$ cat src/hdl/v_fltr_config.svh
`ifndef V_FLTR_CONFIG_SVH
`define V_FLTR_CONFIG_SVH

// datapath widths
`define V_FLTR_PIXEL_W      8
`define V_FLTR_COEF_W       9
`define V_FLTR_PROD_W       17
`define V_FLTR_SUM_W        20
`define V_FLTR_OUT_W        16
`define V_FLTR_OUT_SHIFT    3

// window geometry, taps spaced in strobes
`define V_FLTR_TAPS         7
`define V_FLTR_TAP_SPACING  3

// coefficients c0..c3, taps 4..6 mirror taps 2..0
`define V_FLTR_F1_C0  29
`define V_FLTR_F1_C1  101
`define V_FLTR_F1_C2  17
`define V_FLTR_F1_C3  277
`define V_FLTR_F2_C0  4
`define V_FLTR_F2_C1  42
`define V_FLTR_F2_C2  163
`define V_FLTR_F2_C3  255
`define V_FLTR_F3_C0  20
`define V_FLTR_F3_C1  179
`define V_FLTR_F3_C2  364
`define V_FLTR_F3_C3  0

// edge and band set
`define V_FLTR_H1_C0  17
`define V_FLTR_H1_C1  25
`define V_FLTR_H1_C2  193
`define V_FLTR_H1_C3  0
`define V_FLTR_H2_C0  4
`define V_FLTR_H2_C1  42
`define V_FLTR_H2_C2  163
`define V_FLTR_H2_C3  255
`define V_FLTR_H3_C0  23
`define V_FLTR_H3_C1  72
`define V_FLTR_H3_C2  147
`define V_FLTR_H3_C3  0
`define V_FLTR_H4_C0  14
`define V_FLTR_H4_C1  43
`define V_FLTR_H4_C2  80
`define V_FLTR_H4_C3  324

`endif

$ cat src/hdl/v_fltr_pkg.sv
`include "v_fltr_config.svh"

package v_fltr_pkg;

   typedef logic [`V_FLTR_PIXEL_W-1:0] pixel_t;
   typedef logic [`V_FLTR_COEF_W-1:0]  coef_t;
   typedef logic [`V_FLTR_PROD_W-1:0]  prod_t;
   typedef logic [`V_FLTR_OUT_W-1:0]   result_t;

   // tap0 is the newest pixel, tap6 the oldest
   typedef struct packed {
      pixel_t tap0;
      pixel_t tap1;
      pixel_t tap2;
      pixel_t tap3;
      pixel_t tap4;
      pixel_t tap5;
      pixel_t tap6;
   } tap_window_t;

   typedef struct packed {
      coef_t c0;
      coef_t c1;
      coef_t c2;
      coef_t c3;
      coef_t c4;
      coef_t c5;
      coef_t c6;
   } coef_set_t;

   typedef struct packed {
      prod_t p0;
      prod_t p1;
      prod_t p2;
      prod_t p3;
      prod_t p4;
      prod_t p5;
      prod_t p6;
   } product_set_t;

   typedef enum logic [2:0] {
      FILT_F1,
      FILT_F2,
      FILT_F3,
      FILT_H1,
      FILT_H2,
      FILT_H3,
      FILT_H4
   } filt_id_e;

   localparam int NUM_FILTERS = 7;

   // symmetric set from its first four coefficients
   function automatic coef_set_t mirror_set(input coef_t c0, input coef_t c1,
                                            input coef_t c2, input coef_t c3);
      return '{c0: c0, c1: c1, c2: c2, c3: c3, c4: c2, c5: c1, c6: c0};
   endfunction

   function automatic coef_set_t coef_for(input filt_id_e id);
      case (id)
         FILT_F1: return mirror_set(`V_FLTR_F1_C0, `V_FLTR_F1_C1, `V_FLTR_F1_C2, `V_FLTR_F1_C3);
         FILT_F2: return mirror_set(`V_FLTR_F2_C0, `V_FLTR_F2_C1, `V_FLTR_F2_C2, `V_FLTR_F2_C3);
         FILT_F3: return mirror_set(`V_FLTR_F3_C0, `V_FLTR_F3_C1, `V_FLTR_F3_C2, `V_FLTR_F3_C3);
         FILT_H1: return mirror_set(`V_FLTR_H1_C0, `V_FLTR_H1_C1, `V_FLTR_H1_C2, `V_FLTR_H1_C3);
         FILT_H2: return mirror_set(`V_FLTR_H2_C0, `V_FLTR_H2_C1, `V_FLTR_H2_C2, `V_FLTR_H2_C3);
         FILT_H3: return mirror_set(`V_FLTR_H3_C0, `V_FLTR_H3_C1, `V_FLTR_H3_C2, `V_FLTR_H3_C3);
         FILT_H4: return mirror_set(`V_FLTR_H4_C0, `V_FLTR_H4_C1, `V_FLTR_H4_C2, `V_FLTR_H4_C3);
         default: return '0;
      endcase
   endfunction

endpackage

$ cat src/hdl/line_delay_chain.sv
`include "v_fltr_config.svh"

module line_delay_chain
   import v_fltr_pkg::*;
(
   input  logic        clk,
   input  logic        reset,
   input  logic        new_data,
   input  pixel_t      pixel_in,
   output tap_window_t window
);

   localparam int GROUPS = `V_FLTR_TAPS - 1;
   localparam int DEPTH  = `V_FLTR_TAP_SPACING;

   pixel_t tap0;
   // one group of spacing registers between adjacent taps
   pixel_t grp [GROUPS][DEPTH];

   always_ff @(posedge clk)
   begin
      if (reset)
      begin
         tap0 <= '0;
         for (int g = 0; g < GROUPS; g++)
         begin
            for (int s = 0; s < DEPTH; s++)
            begin
               grp[g][s] <= '0;
            end
         end
      end
      else if (new_data)
      begin
         tap0 <= pixel_in;
         for (int g = 0; g < GROUPS; g++)
         begin
            // each group is fed by the last stage of the one before
            grp[g][0] <= (g == 0) ? tap0 : grp[g-1][DEPTH-1];
            for (int s = 1; s < DEPTH; s++)
            begin
               grp[g][s] <= grp[g][s-1];
            end
         end
      end
   end

   // tap k sits at the end of group k-1
   assign window = '{
      tap0: tap0,
      tap1: grp[0][DEPTH-1],
      tap2: grp[1][DEPTH-1],
      tap3: grp[2][DEPTH-1],
      tap4: grp[3][DEPTH-1],
      tap5: grp[4][DEPTH-1],
      tap6: grp[5][DEPTH-1]
   };

endmodule

$ cat src/hdl/tap_multiplier.sv
`include "v_fltr_config.svh"

module tap_multiplier
   import v_fltr_pkg::*;
#(
   parameter filt_id_e filt = FILT_F1
)
(
   input  logic         clk,
   input  logic         reset,
   input  tap_window_t  window,
   output product_set_t products
);

   localparam coef_set_t COEFS = coef_for(filt);

   pixel_t taps  [`V_FLTR_TAPS];
   coef_t  coefs [`V_FLTR_TAPS];
   prod_t  prod_next [`V_FLTR_TAPS];

   assign taps  = '{window.tap0, window.tap1, window.tap2, window.tap3,
                    window.tap4, window.tap5, window.tap6};
   assign coefs = '{COEFS.c0, COEFS.c1, COEFS.c2, COEFS.c3,
                    COEFS.c4, COEFS.c5, COEFS.c6};

   // unsigned products, 255 x 511 still fits the product width
   always_comb
   begin
      for (int k = 0; k < `V_FLTR_TAPS; k++)
      begin
         prod_next[k] = `V_FLTR_PROD_W'(taps[k]) * `V_FLTR_PROD_W'(coefs[k]);
      end
   end

   always_ff @(posedge clk)
   begin
      if (reset)
         products <= '0;
      else
         products <= {prod_next[0], prod_next[1], prod_next[2], prod_next[3],
                      prod_next[4], prod_next[5], prod_next[6]};
   end

endmodule

$ cat src/hdl/tap_accumulator.sv
`include "v_fltr_config.svh"

module tap_accumulator
   import v_fltr_pkg::*;
(
   input  logic         clk,
   input  logic         reset,
   input  product_set_t products,
   output result_t      result
);

   prod_t                   prods [`V_FLTR_TAPS];
   logic [`V_FLTR_SUM_W-1:0] sum_next;
   logic [`V_FLTR_SUM_W-1:0] sum;

   assign prods = '{products.p0, products.p1, products.p2, products.p3,
                    products.p4, products.p5, products.p6};

   // zero extended adder tree
   always_comb
   begin
      sum_next = '0;
      for (int k = 0; k < `V_FLTR_TAPS; k++)
      begin
         sum_next = sum_next + `V_FLTR_SUM_W'(prods[k]);
      end
   end

   // stage 2 holds the sum
   always_ff @(posedge clk)
   begin
      if (reset)
         sum <= '0;
      else
         sum <= sum_next;
   end

   // stage 3, drop the low bits and keep the output width
   always_ff @(posedge clk)
   begin
      if (reset)
         result <= '0;
      else
         result <= sum[`V_FLTR_OUT_SHIFT + `V_FLTR_OUT_W - 1 : `V_FLTR_OUT_SHIFT];
   end

endmodule

$ cat src/hdl/v_fltr_bank.sv
module v_fltr_bank
   import v_fltr_pkg::*;
(
   input  logic    clk,
   input  logic    reset,
   input  logic    new_data,
   input  pixel_t  pixel_in,
   output result_t out_f1,
   output result_t out_f2,
   output result_t out_f3,
   output result_t out_h1,
   output result_t out_h2,
   output result_t out_h3,
   output result_t out_h4
);

   tap_window_t  window;
   product_set_t products [NUM_FILTERS];
   result_t      results  [NUM_FILTERS];

   // shared tap window for the whole bank
   line_delay_chain u_chain (
      .clk      (clk),
      .reset    (reset),
      .new_data (new_data),
      .pixel_in (pixel_in),
      .window   (window)
   );

   // one multiply and accumulate pipe per filter id
   for (genvar i = 0; i < NUM_FILTERS; i++)
   begin : g_filter
      localparam filt_id_e FID = filt_id_e'(i);

      tap_multiplier #(
         .filt (FID)
      ) u_mult (
         .clk      (clk),
         .reset    (reset),
         .window   (window),
         .products (products[i])
      );

      tap_accumulator u_acc (
         .clk      (clk),
         .reset    (reset),
         .products (products[i]),
         .result   (results[i])
      );
   end

   // smoothing set
   assign out_f1 = results[FILT_F1];
   assign out_f2 = results[FILT_F2];
   assign out_f3 = results[FILT_F3];

   // edge and band set
   assign out_h1 = results[FILT_H1];
   assign out_h2 = results[FILT_H2];
   assign out_h3 = results[FILT_H3];
   assign out_h4 = results[FILT_H4];

endmodule

$ cat config.mk
export PLATFORM = sky130hd
export DESIGN_NAME = v_fltr_bank
export DESIGN_NICKNAME = d
export VERILOG_FILES = /design/src/hdl/v_fltr_pkg.sv /design/src/hdl/line_delay_chain.sv /design/src/hdl/tap_multiplier.sv /design/src/hdl/tap_accumulator.sv /design/src/hdl/v_fltr_bank.sv
export VERILOG_INCLUDE_DIRS = /design/src /design/src/hdl
export SDC_FILE = /design/constraint.sdc
export NUM_CORES = 2
export LEC_CHECK = 0
export BUFFER_PORTS_ARGS = -buffer_cell sky130_fd_sc_hd__buf_2
export CORE_ASPECT_RATIO = 0.5
export CORE_MARGIN = 5
export CORE_UTILIZATION = 62
export DETAILED_ROUTE_END_ITERATION = 7
export PLACE_DENSITY_LB_ADDON = 0.2
export SLEW_MARGIN = 25
export SYNTH_ARGS = -nofsm -noshare
export SYNTH_HDL_FRONTEND = slang
export SYNTH_SLANG_ARGS = --single-unit
$ cat constraint.sdc
create_clock -name clk -period 7 [get_ports clk]
set_input_delay 0.7 -clock clk [delete_from_list [all_inputs] [get_ports clk]]
set_output_delay 0.7 -clock clk [all_outputs]
set_load 0.1 [all_outputs]
==> impl_metrics.yaml <==
global_route:
  grt.overflow.total: 0
  grt_pass1_vias: 41544
  grt_max_degree: 182
  grt_usage_pct: 34.30
  antenna_found_initial: 11
  grt_pass1_wl_microns: 256300
timing:
  finalHoldViolCount: 0
  setup_viol: 0
  layout_setup_ws_ns: 0.7493
  timing.final.crit_share_pct: 89.30
  max_freq_ghz: 0.1600
  drv_slew: 0
  period_minus_slack_ns: 6.251
  fin_tns_setup_ns: 0
  worstMarginPinSlew_ns: 1.179
  slew-limit-headroom_pct: 20.80
  rsz0062_at_grt: "false"
  hold_ws_ns: 0.2539
  clock_skew_ns: 0.03334
place:
  place.port_buffers: 122
  dp_slack_ns: 1.028
  globalplace.congestion: 1.055
  dp.final_hpwl_microns: 141600
  placedCellCount: 7146
drt:
  wire_per_inst_microns: 23.65
  routed_wl_microns: 172300
  ant_nets: 0
  drc_errors: 0
  detailroute.via_count: 41780
  drt-vias-per-instance: 5.736
  drt_first_iter_violations: 4040
  firstDrtPassIters: 6
clocking:
  cts_tree: "yes"
  cts_setup_buffers: 0
  cts.clk_slew.worst_paths_ns: 0.07
  cts_buffer_depth: 3
  cts_resized: 0
  clk_latency_ns: 0.70
  h-tree-depth: 3
  numCtsBuffers: 73
  cts_hold_buf: 0
  cts_sinks: 785
  ctsRootBufferMaster: "clkbuf_16"
die:
  core_area_sq_um: 93310
  dieArea_sq_um: 101100
  die_w_microns: 444.6
  rows: 79
  start_util_pct: 62.75
  fp.dieH_microns: 227.3
  io_pins: 123
worst_setup_path:
  crit_type: "reg -> reg"
  slowest_stage: "xor2_1"
  required_ns: 7.57
  critPathMaxFanout: 5
  cp-end-kind: "flop"
  crit_path_cell_trace: "ha_1 -> inv_1 -> fa_1 -> nor2b_1 -> o21ai_0 -> a21boi_0 -> o21ai_0 -> nand2_1 -> xor2_1 -> fa_1 -> fa_1 -> inv_1 -> fa_1 -> inv_1 -> ha_1 -> and2_1 -> o21ai_0 -> a21oi_1 -> o32a_1 -> and2_1 -> o41ai_1 -> nor2_1"
  critPathMostFrequentCell: "fa_1"
  critPathTopFamily: "adder cells"
  cp_num_buf_inv: 3
  critPathLaunchType: "flop"
  worstPathArrival_ns: 6.82
  max_stage_delay_ns: 0.82
pwr:
  peakVddDrop_mv: 0.3158
  power_density_nw_per_um2: 353.4
  cellLeakagePower_nw: 32.15
  p_total_mw: 22.29
yosys:
  syn_inst: 5850
  synthesis.nets: 7300
  synth_top_cell_by_area: "dfxtp_1"
  avgSynthCellArea_sq_um: 10.01
  synthFlopType: "dfxtp_1"
  synth_edf_count: 144
  syn_area_sq_um: 58560
  synth-seq-area-share_pct: 29.30
  async_flop_share_pct: 0
  ys_warn_count: 0
  yosys-top-cells-area: "dfxtp_1 22%, ha_1 20%, fa_1 17%, edfxtp_1 7.4%, inv_1 6.2%"
  ys_ff_latch: 785
  synth_top_area_share_pct: 21.91
  yosys.cell_types.count: 73
layout:
  layout.cells.non_filler: 7284
  area_delta_synth_final_pct: 7.692
  final_nets: 7416
  filler_cell_count: 7403
  layout-drive-gt1-share_pct: 5.293
worst_hold_path:
  min_path_type: "in -> reg"
job:
  maxCapViolations: 0
status:
  outcome: "finished, final reports clean"
-- stage by stage --
step / area (sq um) / util (%)
after floorplan: 58560 / -
after CTS: 63050 / 67.57
after detailed placement: 60550 / 64.89
after global routing: 63060 / 67.58
final: 63060 / 67.58
after global placement: 60540 / 64.89
-- tightest hold or removal path: stages --
cell     delay [ns]
buf_2          0.08
mux2i_1        0.05
nor2_1         0.07
-- cell families (layout without fill, tap and decap cells) --
logic type	count (synthesis)	count (layout)	share of synthesized area, %
other	0	2	0
adder cells (fa/ha/maj)	1439	1439	37.20
AND/OR/NAND/NOR	1359	1359	11.74
buffers and inverters	1073	1250	6.981
AO/OA/AOI/OAI	815	815	9.038
flip-flops	785	785	29.30
multiplexers	23	23	0.4188
XOR/XNOR	356	356	5.325
-- where the power goes --
| part | internal, mW | switching (mW) | total (mW) |
|---|---|---|---|
| registers | 5.33 | 0.515 | 5.85 |
| logic | 4.52 | 7.67 | 12.2 |
| clock network | 2.30 | 1.94 | 4.25 |
| total | 12.2 | 10.1 | 22.3 |
-- path summary, 6_finish.rpt --
path | slack, ns | endpoint | startpoint | cells past startpoint
worst max-delay path | 0.75 | g_filter[5].u_acc.sum[18]$_SDFF_PP0_ | g_filter[0].u_mult.products[85]$_SDFF_PP0_ | 22
worst min-delay path | 0.25 | u_chain.tap0[4]$_SDFFE_PP0P_ | pixel_in[4] | 3
worst max register to register | 0.75 | g_filter[5].u_acc.sum[18]$_SDFF_PP0_ | g_filter[0].u_mult.products[85]$_SDFF_PP0_ | 22
worst min register to register | 0.44 | g_filter[3].u_acc.result[6]$_SDFF_PP0_ | g_filter[3].u_acc.sum[9]$_SDFF_PP0_ | 1
-- sequential cells by signal (all words and copies together), names as in the netlist --
| name | cells |
|---|---|
| u_chain.grp | 144 |
| u_chain.tap0 | 8 |
| g_filter.u_mult.products | 441 |
| g_filter.u_acc.result | 96 |
| g_filter.u_acc.sum | 96 |
-- metal layers --
metal  vias up  track usage [%]  part of all wire (%)
li1      19336                -                     -
met1     20553            50.27                    45
met2      1614            48.19                    39
met3       273            11.95                    12
met4         4            9.601                   3.1
met5         -                0                 0.016
-- cell type report --
type / count / area [sq um] / share of cell area, %
Multi-Input combinational cell: 3992 / 37340 / 59.21
Timing Repair Buffer: 149 / 873.3 / 1.385
Clock inverter: 39 / 402.9 / 0.6389
Sequential cell: 785 / 17160 / 27.21
Clock buffer: 97 / 2095 / 3.321
Tap cell: 1255 / 1570 / 2.490
Antenna cell: 2 / 5.005 / 0.007937
Inverter: 965 / 3622 / 5.744
-- cells in the final DEF (no fill, tap or decap), types with 12 or more instances in the layout --
master / instances
a211oi_1: 46
o21a_1: 61
nand3_1: 35
inv_1: 965
clkbuf_1: 13
dfxtp_1: 641
xnor2_1: 229
and2_1: 149
buf_2: 121
a2111oi_0: 12
buf_4: 23
xor2_1: 126
a21o_1: 104
o211ai_1: 13
nand4_1: 19
or3_1: 21
fa_1: 503
clkbuf_16: 79
nor2b_1: 301
mux2_2: 12
nor3_1: 90
and3_1: 28
nand2b_1: 36
nor2_1: 504
o21bai_1: 50
edfxtp_1: 144
ha_1: 936
o41ai_1: 12
nand2_1: 118
o21ai_0: 156
a31oi_1: 36
a21oi_1: 230
-- cell usage after synthesis, types with 9 or more instances --
cell type  number
o31ai_1        11
fa_1          503
a2111oi_0      12
nor4_1         10
or2_2          11
a211oi_1       46
nor3b_1        11
a31o_2          9
nor3_1         90
o21a_1         61
o21bai_1       50
dfxtp_1       641
inv_1         965
xor2_1        126
mux2i_1        11
nor2b_1       302
clkbuf_1       89
a31oi_1        36
a21oi_1       230
and2_1        149
nand2b_1       36
or3_1          21
o21ai_0       156
mux2_2         12
nand2_1       118
o211ai_1       13
buf_4          16
nand4_1        19
a21o_1        104
xnor2_1       230
edfxtp_1      144
and3_1         28
a211o_1         9
nand3_1        35
o41ai_1        12
ha_1          936
nor2_1        504
Power figures use the tool's default switching activity.
